$ cat src/dfe_ctrl_pkg.sv
// downlink DFE control definitions
// path states, configuration opcodes and output credit sizing

package dfe_ctrl_pkg;

   ////////////////////////////////////////
   // path state machine
   ////////////////////////////////////////
   // ST_HOLD means an output frame waits for a credit
   typedef enum logic [1:0] {
      ST_IDLE = 2'd0,
      ST_RUN  = 2'd1,
      ST_HOLD = 2'd2
   } path_state_e;

   ////////////////////////////////////////
   // configuration bus
   ////////////////////////////////////////
   typedef enum logic [1:0] {
      CFG_NOP      = 2'd0,
      CFG_SET_DLY  = 2'd1,
      CFG_CLR_LINE = 2'd2
   } cfg_op_e;

   // credits held by the sender after reset
   localparam int CREDIT_INIT = 4;
   localparam int CREDIT_BW   = 3;

endpackage

$ cat src/dfe_types_pkg.sv
// downlink DFE datapath types
// sizing of carriers, antennas and samples, plus the
// frame and delay types shared along the car2ant path

package dfe_types_pkg;

   ////////////////////////////////////////
   // sizing
   ////////////////////////////////////////
   localparam int N_CARRIERS = 2;
   localparam int N_ANTENNAS = 4;
   // one I or Q component
   localparam int PRECISION  = 16;
   // antenna index carried on tuser
   localparam int USR_ID_BW  = $clog2(N_ANTENNAS);
   // delay line depth, in frames
   localparam int MAX_DLY    = 8;
   localparam int DLY_BW     = $clog2(MAX_DLY);
   // carrier sum with growth bits before saturation
   localparam int SUM_BW     = PRECISION + $clog2(N_CARRIERS);

   ////////////////////////////////////////
   // types
   ////////////////////////////////////////
   // complex sample, i in the upper half
   typedef struct packed {
      logic signed [PRECISION-1:0] i;
      logic signed [PRECISION-1:0] q;
   } sample_t;

   // one sample per antenna
   typedef sample_t [N_ANTENNAS-1:0] ant_frame_t;

   typedef logic [DLY_BW-1:0] dly_t;

endpackage

$ cat src/dl_dfe_ant_dly.sv
// per-antenna frame delay
// each antenna keeps a shift line of past combined frames and
// presents the tap picked by its delay register. delays and line
// clear are programmed over the opcode bus while the path is idle

`timescale 1ns/10ps

module dl_dfe_ant_dly (
   input  logic                                clk_1x,
   input  logic                                arst_n,
   input  logic                                cfg_en,
   input  dfe_ctrl_pkg::cfg_op_e               cfg_op,
   input  logic [dfe_types_pkg::USR_ID_BW-1:0] cfg_ant,
   input  dfe_types_pkg::dly_t                 cfg_dly,
   input  logic                                in_valid,
   input  dfe_types_pkg::ant_frame_t           in_frame,
   output logic                                dly_valid,
   output dfe_types_pkg::ant_frame_t           dly_frame
);

   import dfe_types_pkg::*;
   import dfe_ctrl_pkg::*;

   // tap 0 is the newest frame
   sample_t line [N_ANTENNAS][MAX_DLY];
   dly_t    dly  [N_ANTENNAS];
   logic    cfg_set;
   logic    cfg_clr;

   // opcode decode, only while idle
   assign cfg_set = cfg_en && (cfg_op == CFG_SET_DLY);
   assign cfg_clr = cfg_en && (cfg_op == CFG_CLR_LINE);

   ////////////////////////////////////////
   // delay registers
   ////////////////////////////////////////
   always_ff @(posedge clk_1x or negedge arst_n) begin
      if (!arst_n) begin
         for (int a = 0; a < N_ANTENNAS; a++) begin
            dly[a] <= '0;
         end
      end else if (cfg_set) begin
         dly[cfg_ant] <= cfg_dly;
      end
   end

   ////////////////////////////////////////
   // shift lines
   ////////////////////////////////////////
   // empty taps read as zero after reset or a clear
   always_ff @(posedge clk_1x or negedge arst_n) begin
      if (!arst_n) begin
         line <= '{default: '0};
      end else if (cfg_clr) begin
         line <= '{default: '0};
      end else if (in_valid) begin
         for (int a = 0; a < N_ANTENNAS; a++) begin
            line[a][0] <= in_frame[a];
            for (int k = 1; k < MAX_DLY; k++) begin
               line[a][k] <= line[a][k-1];
            end
         end
      end
   end

   always_ff @(posedge clk_1x or negedge arst_n) begin
      if (!arst_n) begin
         dly_valid <= 1'b0;
      end else begin
         dly_valid <= in_valid;
      end
   end

   // tap select per antenna
   always_comb begin
      for (int a = 0; a < N_ANTENNAS; a++) begin
         dly_frame[a] = line[a][dly[a]];
      end
   end

   // config must not land on a frame still moving down the pipe
   a_cfg_quiet: assert property (@(posedge clk_1x) disable iff (!arst_n)
      (cfg_en && (cfg_op != CFG_NOP)) |-> !in_valid)
      else $error("delay config opcode %s while a frame is in flight", cfg_op.name());

endmodule

$ cat src/dl_dfe_ant_s2p.sv
// antenna serial to parallel for one carrier
// collects the serial antenna samples, addressed by tuser,
// into one four-antenna frame and flags each completed frame

`timescale 1ns/10ps

module dl_dfe_ant_s2p (
   input  logic                                clk_1x,
   input  logic                                arst_n,
   input  logic                                enable,
   input  logic                                in_valid,
   input  dfe_types_pkg::sample_t              in_data,
   input  logic [dfe_types_pkg::USR_ID_BW-1:0] in_user,
   output logic                                frame_valid,
   output dfe_types_pkg::ant_frame_t           frame
);

   import dfe_types_pkg::*;

   // sample accepted this cycle
   logic                 store;
   // next antenna index expected on the stream
   logic [USR_ID_BW-1:0] exp_idx;

   // disabled path drops the stream
   assign store = in_valid && enable;

   ////////////////////////////////////////
   // frame assembly
   ////////////////////////////////////////
   always_ff @(posedge clk_1x) begin
      if (store) begin
         frame[in_user] <= in_data;
      end
   end

   // pulse once the last antenna slot is written
   always_ff @(posedge clk_1x or negedge arst_n) begin
      if (!arst_n) begin
         frame_valid <= 1'b0;
      end else begin
         frame_valid <= store && (in_user == USR_ID_BW'(N_ANTENNAS - 1));
      end
   end

   // index tracker, wraps after the last antenna
   always_ff @(posedge clk_1x or negedge arst_n) begin
      if (!arst_n) begin
         exp_idx <= '0;
      end else if (store) begin
         exp_idx <= in_user + 1'b1;
      end
   end

   ////////////////////////////////////////
   // checks
   ////////////////////////////////////////
   // antennas arrive 0,1,2,3 with no gap in the index
   a_ant_order: assert property (@(posedge clk_1x) disable iff (!arst_n)
      store |-> (in_user == exp_idx))
      else $error("s2p antenna index %0d, expected %0d", in_user, exp_idx);

endmodule

$ cat src/dl_dfe_car2ant.sv
// downlink DFE carrier to antenna top level
// per carrier s2p, carrier combiner, per-antenna frame delay
// and credit based output flow, all on clk_1x

`timescale 1ns/10ps

module dl_dfe_car2ant (
   input  logic                                                           clk_1x,
   input  logic                                                           arst_n,
   input  logic                                                           stream_enable,
   input  logic [dfe_types_pkg::N_CARRIERS-1:0]                           in_valid,
   input  dfe_types_pkg::sample_t [dfe_types_pkg::N_CARRIERS-1:0]         in_data,
   input  logic [dfe_types_pkg::N_CARRIERS-1:0][dfe_types_pkg::USR_ID_BW-1:0] in_user,
   input  dfe_ctrl_pkg::cfg_op_e                                          cfg_op,
   input  logic [dfe_types_pkg::USR_ID_BW-1:0]                            cfg_ant,
   input  dfe_types_pkg::dly_t                                            cfg_dly,
   input  logic                                                           credit_return,
   output logic                                                           out_valid,
   output dfe_types_pkg::ant_frame_t                                      out_frame,
   output logic                                                           overflow
);

   import dfe_types_pkg::*;

   // s2p to combiner, one frame per carrier
   logic [N_CARRIERS-1:0]              s2p_valid;
   ant_frame_t [N_CARRIERS-1:0]        s2p_frame;
   // combiner to delay
   logic                               cmbn_valid;
   ant_frame_t                         cmbn_frame;
   // delay to output FSM
   logic                               dly_valid;
   ant_frame_t                         dly_frame;
   // control
   logic                               cfg_en;
   logic                               credit_avail;

   ////////////////////////////////////////
   // serial to parallel per carrier
   ////////////////////////////////////////
   for (genvar c = 0; c < N_CARRIERS; c++) begin : g_s2p
      dl_dfe_ant_s2p u_ant_s2p (
         .clk_1x      (clk_1x),
         .arst_n      (arst_n),
         .enable      (stream_enable),
         .in_valid    (in_valid[c]),
         .in_data     (in_data[c]),
         .in_user     (in_user[c]),
         .frame_valid (s2p_valid[c]),
         .frame       (s2p_frame[c])
      );
   end : g_s2p

   ////////////////////////////////////////
   // combine and delay
   ////////////////////////////////////////
   dl_dfe_cmbn u_cmbn (
      .clk_1x     (clk_1x),
      .arst_n     (arst_n),
      .in_valid   (s2p_valid),
      .in_frame   (s2p_frame),
      .cmbn_valid (cmbn_valid),
      .cmbn_frame (cmbn_frame)
   );

   dl_dfe_ant_dly u_ant_dly (
      .clk_1x    (clk_1x),
      .arst_n    (arst_n),
      .cfg_en    (cfg_en),
      .cfg_op    (cfg_op),
      .cfg_ant   (cfg_ant),
      .cfg_dly   (cfg_dly),
      .in_valid  (cmbn_valid),
      .in_frame  (cmbn_frame),
      .dly_valid (dly_valid),
      .dly_frame (dly_frame)
   );

   ////////////////////////////////////////
   // output flow
   ////////////////////////////////////////
   dl_dfe_flow_fsm u_flow_fsm (
      .clk_1x        (clk_1x),
      .arst_n        (arst_n),
      .stream_enable (stream_enable),
      .dly_valid     (dly_valid),
      .dly_frame     (dly_frame),
      .credit_avail  (credit_avail),
      .cfg_en        (cfg_en),
      .out_valid     (out_valid),
      .out_frame     (out_frame),
      .overflow      (overflow)
   );

   // out_valid spends one credit
   dl_dfe_credit_cnt u_credit_cnt (
      .clk_1x        (clk_1x),
      .arst_n        (arst_n),
      .consume       (out_valid),
      .credit_return (credit_return),
      .credit_avail  (credit_avail)
   );

endmodule

$ cat src/dl_dfe_cmbn.sv
// carrier combiner
// adds the carrier frames antenna by antenna, with I and Q
// saturated on their own to the signed sample range

`timescale 1ns/10ps

module dl_dfe_cmbn (
   input  logic                                                        clk_1x,
   input  logic                                                        arst_n,
   input  logic [dfe_types_pkg::N_CARRIERS-1:0]                        in_valid,
   input  dfe_types_pkg::ant_frame_t [dfe_types_pkg::N_CARRIERS-1:0]   in_frame,
   output logic                                                        cmbn_valid,
   output dfe_types_pkg::ant_frame_t                                   cmbn_frame
);

   import dfe_types_pkg::*;

   // full width sums per antenna
   logic signed [SUM_BW-1:0] sum_i [N_ANTENNAS];
   logic signed [SUM_BW-1:0] sum_q [N_ANTENNAS];
   ant_frame_t               sat_frame;

   // clamp to the signed range when the growth bits disagree
   function automatic logic signed [PRECISION-1:0] sat_trunc(
      input logic signed [SUM_BW-1:0] v);
      logic [SUM_BW-PRECISION:0] top;
      top = v[SUM_BW-1:PRECISION-1];
      if ((&top) || !(|top))
         return v[PRECISION-1:0];
      if (v[SUM_BW-1])
         return {1'b1, {(PRECISION-1){1'b0}}};
      return {1'b0, {(PRECISION-1){1'b1}}};
   endfunction

   ////////////////////////////////////////
   // sum and saturate
   ////////////////////////////////////////
   always_comb begin
      for (int a = 0; a < N_ANTENNAS; a++) begin
         sum_i[a] = '0;
         sum_q[a] = '0;
         for (int c = 0; c < N_CARRIERS; c++) begin
            // sign extend before the add
            sum_i[a] = sum_i[a] + SUM_BW'(in_frame[c][a].i);
            sum_q[a] = sum_q[a] + SUM_BW'(in_frame[c][a].q);
         end
         sat_frame[a].i = sat_trunc(sum_i[a]);
         sat_frame[a].q = sat_trunc(sum_q[a]);
      end
   end

   // output stage
   always_ff @(posedge clk_1x or negedge arst_n) begin
      if (!arst_n) begin
         cmbn_valid <= 1'b0;
      end else begin
         cmbn_valid <= &in_valid;
      end
   end

   always_ff @(posedge clk_1x) begin
      if (&in_valid) begin
         cmbn_frame <= sat_frame;
      end
   end

   // carriers run in lockstep, so every s2p flags the same cycle
   a_car_lockstep: assert property (@(posedge clk_1x) disable iff (!arst_n)
      (in_valid == '0) || (&in_valid))
      else $error("combiner carriers out of step, valid %b", in_valid);

endmodule

$ cat src/dl_dfe_credit_cnt.sv
// output credit counter
// tracks the credits the sender holds, one spent per output
// frame and one returned per credit_return pulse

`timescale 1ns/10ps

module dl_dfe_credit_cnt (
   input  logic clk_1x,
   input  logic arst_n,
   input  logic consume,
   input  logic credit_return,
   output logic credit_avail
);

   import dfe_ctrl_pkg::*;

   logic [CREDIT_BW-1:0] count;
   logic [CREDIT_BW-1:0] count_nxt;

   // spend and return together cancel out
   always_comb begin
      count_nxt = count;
      if (consume && !credit_return)
         count_nxt = count - 1'b1;
      else if (credit_return && !consume)
         count_nxt = count + 1'b1;
   end

   always_ff @(posedge clk_1x or negedge arst_n) begin
      if (!arst_n) begin
         count <= CREDIT_BW'(CREDIT_INIT);
      end else begin
         count <= count_nxt;
      end
   end

   // credit left once this cycle's send has retired
   assign credit_avail = (count_nxt != '0);

   ////////////////////////////////////////
   // checks
   ////////////////////////////////////////
   a_no_underflow: assert property (@(posedge clk_1x) disable iff (!arst_n)
      consume |-> (count != '0))
      else $error("output frame sent with no credit");

   a_no_excess: assert property (@(posedge clk_1x) disable iff (!arst_n)
      (credit_return && !consume) |-> (count < CREDIT_BW'(CREDIT_INIT)))
      else $error("credit returned beyond the initial pool");

endmodule

$ cat src/dl_dfe_flow_fsm.sv
// path flow state machine
// owns the output holding register, sends each delayed frame
// when a credit is free, waits in ST_HOLD otherwise, and flags
// frames lost while one is still held

`timescale 1ns/10ps

module dl_dfe_flow_fsm (
   input  logic                      clk_1x,
   input  logic                      arst_n,
   input  logic                      stream_enable,
   input  logic                      dly_valid,
   input  dfe_types_pkg::ant_frame_t dly_frame,
   input  logic                      credit_avail,
   output logic                      cfg_en,
   output logic                      out_valid,
   output dfe_types_pkg::ant_frame_t out_frame,
   output logic                      overflow
);

   import dfe_ctrl_pkg::*;

   path_state_e state;
   path_state_e state_nxt;
   // new frame taken into the holding register
   logic        accept;

   // holding register is free outside ST_HOLD
   assign accept = dly_valid && (state != ST_HOLD);
   // config bus only while idle
   assign cfg_en = (state == ST_IDLE);

   ////////////////////////////////////////
   // next state
   ////////////////////////////////////////
   always_comb begin
      state_nxt = state;
      case (state)
         ST_IDLE: begin
            if (accept && !credit_avail)
               state_nxt = ST_HOLD;
            else if (stream_enable)
               state_nxt = ST_RUN;
         end
         ST_RUN: begin
            if (accept && !credit_avail)
               state_nxt = ST_HOLD;
            else if (!stream_enable)
               state_nxt = ST_IDLE;
         end
         // leave once the held frame goes out
         ST_HOLD: begin
            if (credit_avail)
               state_nxt = stream_enable ? ST_RUN : ST_IDLE;
         end
         default: state_nxt = ST_IDLE;
      endcase
   end

   ////////////////////////////////////////
   // state, send pulse and overflow
   ////////////////////////////////////////
   always_ff @(posedge clk_1x or negedge arst_n) begin
      if (!arst_n) begin
         state     <= ST_IDLE;
         out_valid <= 1'b0;
         overflow  <= 1'b0;
      end else begin
         state     <= state_nxt;
         // one cycle pulse, also consumes the credit
         out_valid <= (accept || (state == ST_HOLD)) && credit_avail;
         // sticky until reset
         if (dly_valid && (state == ST_HOLD))
            overflow <= 1'b1;
      end
   end

   // holding register
   always_ff @(posedge clk_1x) begin
      if (accept) begin
         out_frame <= dly_frame;
      end
   end

endmodule

$ cat config.mk
export PLATFORM = sky130hd
export DESIGN_NAME = dl_dfe_car2ant
export DESIGN_NICKNAME = d
export VERILOG_FILES = /design/src/dfe_ctrl_pkg.sv /design/src/dfe_types_pkg.sv /design/src/dl_dfe_ant_dly.sv /design/src/dl_dfe_ant_s2p.sv /design/src/dl_dfe_car2ant.sv /design/src/dl_dfe_cmbn.sv /design/src/dl_dfe_credit_cnt.sv /design/src/dl_dfe_flow_fsm.sv
export SDC_FILE = /design/constraint.sdc
export NUM_CORES = 2
export LEC_CHECK = 0
export ABC_CLOCK_PERIOD_IN_PS = 6190
export BUFFER_PORTS_ARGS = -buffer_cell sky130_fd_sc_hd__buf_4
export CORE_MARGIN = 3
export CORE_UTILIZATION = 40
export CTS_BUF_LIST = sky130_fd_sc_hd__clkbuf_2 sky130_fd_sc_hd__clkbuf_4 sky130_fd_sc_hd__clkbuf_8
export CTS_CLUSTER_DIAMETER = 200
export DETAILED_ROUTE_END_ITERATION = 10
export SYNTH_ARGS = -nofsm -noshare
export SYNTH_HDL_FRONTEND = slang
export SYNTH_SLANG_ARGS = --single-unit
$ cat constraint.sdc
create_clock -name clk_1x -period 6.19 [get_ports clk_1x]
set_clock_uncertainty 0.2 [all_clocks]
set_input_delay 1.238 -clock clk_1x [delete_from_list [all_inputs] [get_ports clk_1x]]
set_output_delay 1.238 -clock clk_1x [all_outputs]
set_load 0.05 [all_outputs]
=== Yosys cells after proc, flatten, opt, wreduce, memory -nomap -nowiden ===
Index checks and enable logic that the tools add are counted.
Widths: inputs -> output; s select.

* Word-level logic and storage cells: 287
* Input bits: 81
* Register bits after elaboration: 1559

* Reduce and logical (&&, ||, !) cells: 56
* Bitwise operators: 5
* Magnitude comparators: 10
* Mux-type cells: 88
* Equal/unequal tests: 10
* $add $sub $neg: 10

{| class="wikitable"
|+ Operator list
! cell !! count
|-
| $mux 1024 || 2
|-
| $mux 16 || 32
|-
| $bmux 32 s3 || 4
|-
| $mux 32 || 10
|-
| $bwmux 128 || 2
|-
| $add 16x16->17 || 8
|-
| $demux 32 s2 || 2
|-
| $mux 1 || 25
|-
| $reduce_and 2->1 || 9
|-
| $ge 4x4->1 const B || 4
|-
| $not 3->4 || 4
|-
| $reduce_or 2->1 || 8
|-
| $logic_and 1x1->1 || 15
|-
| $bwmux 12 || 1
|-
| $logic_not 1->1 || 11
|-
| $mux 2 || 5
|-
| $logic_or 1x1->1 || 9
|-
| $mux 3 || 3
|-
| $eq 2x2->1 const B || 4
|-
| $demux 3 s2 || 1
|-
| $lt 2x3->1 const B || 2
|-
| $ne 3x2->1 const B || 2
|-
| $pmux 2 s3 || 1
|-
| $eq 2x1->1 const B || 2
|-
| other kinds (12) || 13
|}

=== Logic depth before layout (Yosys ltp) ===
* Depth after elaboration: 9
* Gate-level depth with buffers: 11
* Mapped depth without buffers: 9

=== Hierarchy ===
A second synthesis with hierarchy kept.

* Cells, all modules: 4303
* Area total of the unflattened synthesis: 67028.0 µm²

{| class="wikitable"
|+ By module, submodules not included
! module !! cells an instance !! instances !! sequential area each (µm²) !! area an instance (µm²)
|-
| dl_dfe_ant_dly || 2766 || 1 || 25949.9 || 44028.5
|-
| dl_dfe_cmbn || 1107 || 1 || 3868.7 || 10928.0
|-
| dl_dfe_ant_s2p || 133 || 2 || 3868.7 || 3913.8
|-
| dl_dfe_flow_fsm || 141 || 1 || 3943.8 || 4008.8
|-
| dl_dfe_credit_cnt || 23 || 1 || 76.3 || 235.2
|}

=== Worst setup path before layout ===
No wires, ideal clock.

* Kind: input to register
* Start: in in_valid[0] in the netlist's numbering
* End: reg g_s2p[0].u_ant_s2p.frame[32] in the netlist's numbering (enable)
* Stages: 2
* Data required time: 5522 ps
* Slack: 1808 ps
* Library setup time: 468 ps
* Arrival: 3714 ps
* Path buffers: 0
* Cell sequence: nand2_1 -> nor3b_1

* Longest elaborated chain between the ends: 1

{| class="wikitable"
|+ Ends and longest elaborated chain
! element !! RTL line !! text
|-
| start, declared || dl_dfe_car2ant.sv:11 || <nowiki>input logic [dfe_types_pkg::N_CARRIERS-1:0] in_valid,</nowiki>
|-
| $logic_and 1x1->1 || dl_dfe_ant_s2p.sv:26 || <nowiki>assign store = in_valid && enable;</nowiki>
|-
| end signal, assigned by index || dl_dfe_ant_s2p.sv:33 || <nowiki>frame[in_user] <= in_data;</nowiki>
|-
| end, declared || dl_dfe_ant_s2p.sv:15 || <nowiki>output dfe_types_pkg::ant_frame_t frame</nowiki>
|}

Every way passes these cells.
A chain may end at the register's enable or synchronous reset.

==> results.yml <==
outcome:
  status: "finished clean"
synthesis:
  netlist_area_sq_um: 66600
  synthAdderAreaFrac_pct: 3.44
  yosysTopAreaCell: "dfrtp_1"
  netlist.area_leader.share_pct: 39.3
  ys_types: 84
  synthArstFlopShare_pct: 67.2
  syn_area_per_cell_sq_um: 15.4
  synth_compound_area_share_pct: 17.7
  ys.flop_type: "dfrtp_1"
  synth-seq-area-share_pct: 62.4
  synth_top_family_by_area: "compound AO/OA/AOI/OAI gates"
  syn_inst: 4314
  synth_edf_count: 512
  synth_fp_nets: 4533
  synthSimpleGateAreaFrac_pct: 1.88
  synthXorXnorAreaFrac_pct: 1.26
  ys_top_cells_by_area: "dfrtp_1, edfxtp_1, a22o_1"
  yosys_warnings: 0
  synthMuxAreaShare_pct: 11.1
  ys_ff_latch: 1559
place:
  hpwl_mm: 95.2
  place_congestion: 0.827
  port_buffers: 210
  place_inst: 6438
  pre_cts_slack_ns: 2.22
global_route:
  grt_pass1_wl_mm: 245
  grt_pass1_vias: 40090
  gr-usage-all-layers_pct: 18.1
  busiest_layer: "met2"
  grt.met2_usage_pct: 27.5
  antenna_found_initial: 20
  grtUsageMet3_pct: 3.18
  grt-ovfl-total: 0
  grt_max_degree: 256
  grt_use_met1_pct: 26.0
timing:
  finalHoldViolations: 0
  worst_slack_ns: 2.44
  worstMarginPinSlew_ns: 1.22
  finalSetupViolations: 0
  fin_crit_sh_pct: 60.6
  rsz0062_at_grt: "false"
  setup_tns_ns: 0
  max_clock_freq_ghz: 0.267
  maxSlewViolCount: 0
  period_needed_ns: 3.75
  slew-limit-headroom_pct: 17.9
floorplanning:
  initial_utilization_pct: 40.3
  die_w_microns: 414
  ios: 211
  core-area_sq_um: 165000
  dieArea_sq_um: 171000
  rows: 149
  fp.dieH_microns: 414
cts:
  post_cts_buffers: 0
  htreeDepth: 5
  cts_tree: "yes"
  numClockSinks: 1559
  clk_pin_slew_worst_paths_ns: 0.06
  clock_latency_ns: 0.98
  postCtsResizedCells: 0
  clockRootBuffer: "clkbuf_8"
  cts_buffer_depth: 4
  cts_made_buffers: 283
  hold_buffers: 0
finish:
  area_growth_pct: 14.3
  layoutNonFillerInstCount: 6937
  nets: 4753
  final_layout_size_suffix_gt1_share_pct: 25.1
flow_run:
  drv_cap: 0
drt:
  antenna_left: 0
  wl_mm: 157
  wl_per_cell_microns: 22.6
  drc: 0
  drtIter0Drc: 3430
  viasPerCell: 5.73
  first_pass_iters: 5
  vias: 39779
setup_path:
  crit_family: "compound AO/OA/AOI/OAI gates"
  crit_top_cell: "a21oi_1"
  worstPathArrival_ns: 4.20
  setup.worst_path.start_class: "flop"
  critPathMaxStageDelay_ns: 0.87
  critical_path_class: "flop to flop"
  slowest_stage: "a21oi_1"
  endpoint_kind: "flop"
  critPathRequiredTime_ns: 6.64
  crit_buf_inv: 0
  crit_chain: "ha_1 > fa_1 > a21oi_1 > o211ai_1 > nand3b_1 > o221ai_1 > o2bb2ai_1 > a21oi_1 > o21ai_0"
  path_max_fanout: 15
pwr:
  powerDensity_nw_per_um2: 299
  p_leak_nw: 32.4
  vdd_drop_max_mv: 0.228
min_path:
  hp-class: "input pin to async pin"
[through the flow]
stage / hold slack [ns] / power, mW / instance area, sq um / util [%]
after global placement: 0.248 / 13.1 / 70300 / 42.6
after global routing: 0.140 / 23.8 / 76100 / 46.1
after floorplan: 0.167 / 12.4 / 66600 / -
after CTS: 0.0730 / 23.2 / 76100 / 46.1
after detailed placement: 0.248 / 13.1 / 70300 / 42.6
final: 0.156 / 22.7 / 76100 / 46.1
[where the power goes]
group / switching [mW] / total, mW / internal [mW]
Clock: 4.19 / 9.91 / 5.72
Combinational: 1.09 / 1.80 / 0.715
Sequential: 0.237 / 11.0 / 10.8
Total: 5.52 / 22.7 / 17.2
[final cells by class]
| type | instances | area, sq um |
|---|---|---|
| Sequential cell | 1559 | 41600 |
| Multi-Input combinational cell | 2376 | 23600 |
| Timing Repair Buffer | 262 | 2190 |
| Clock buffer | 437 | 5380 |
| Clock inverter | 47 | 370 |
| Tap cell | 2189 | 2740 |
| Inverter | 52 | 195 |
| Antenna cell | 15 | 37.5 |
| Fill cell | 14525 | 89100 |
[cell usage in the layout, fill, tap and decap left out, types with 46 or more instances in the layout]
cell      count
clkbuf_4    101
edfxtp_1    512
nor2_1       64
xnor2_1      56
inv_1        51
nand2_1      46
ha_1        130
a21o_1       58
mux2_2      143
buf_4       244
a21oi_1     143
dfrtp_1    1038
o21ai_0      69
mux4_2      256
clkbuf_8    336
a22o_1     1024
[state kept, by name, indices dropped and copies added (netlist names), 2 cells and up]
name / count
g_s2p.u_ant_s2p.frame_valid: 2
g_s2p.u_ant_s2p.frame: 256
u_cmbn.cmbn_frame: 128
u_credit_cnt.count: 3
u_ant_dly.dly: 12
u_flow_fsm.state: 2
u_flow_fsm.out_frame: 128
u_ant_dly.line: 1024
[kinds of logic after synthesis]
| group | count (synthesis) |
|---|---|
| muxes | 403 |
| adders and majority gates | 187 |
| xor gates and xnor gates | 95 |
| AOI/OAI and AO/OA | 1446 |
| and+or+nand+nor | 245 |
| DFF | 1559 |
| buffers and inverters | 379 |
[metal layers]
metal | vias to the layer above | wire length, microns
met2 | 921 | 73200
met5 | - | 0
li1 | 17681 | -
met1 | 20913 | 72300
met4 | 0 | 4440
met3 | 264 | 6690
[path summary, 6_finish.rpt]
path,startpoint,end,slack (ns),depth (start not counted)
min reg2reg,u_cmbn.cmbn_frame[114],u_ant_dly.line[242],0.25,1
max in group asynchronous,arst_n,u_ant_dly.line[74],4.13,2
min in group clk_1x,u_cmbn.cmbn_frame[114],u_ant_dly.line[242],0.25,1
min,arst_n,u_ant_dly.line[818],0.16,1
max reg2reg,g_s2p[0].u_ant_s2p.frame[48],u_cmbn.cmbn_frame[62],2.44,9
max,g_s2p[0].u_ant_s2p.frame[48],u_cmbn.cmbn_frame[62],2.44,9
[cells in the mapped netlist (10+ instances only)]
library cell / number
nand2_1: 46
nand2b_1: 15
a21o_1: 58
buf_1: 29
nor3_1: 19
nand3_1: 20
o21bai_1: 19
nor2b_1: 21
mux4_2: 256
dfrtp_1: 1046
inv_1: 51
a211oi_1: 10
clkbuf_1: 275
o211ai_1: 14
nor2_1: 65
o21ai_0: 69
a31oi_1: 10
ha_1: 130
mux2_2: 143
xor2_1: 38
a22o_1: 1024
edfxtp_1: 512
maj3_2: 10
buf_2: 22
a21oi_1: 143
xnor2_1: 56
maj3_1: 39
o21a_1: 28
(Power assumes the default switching activity.)
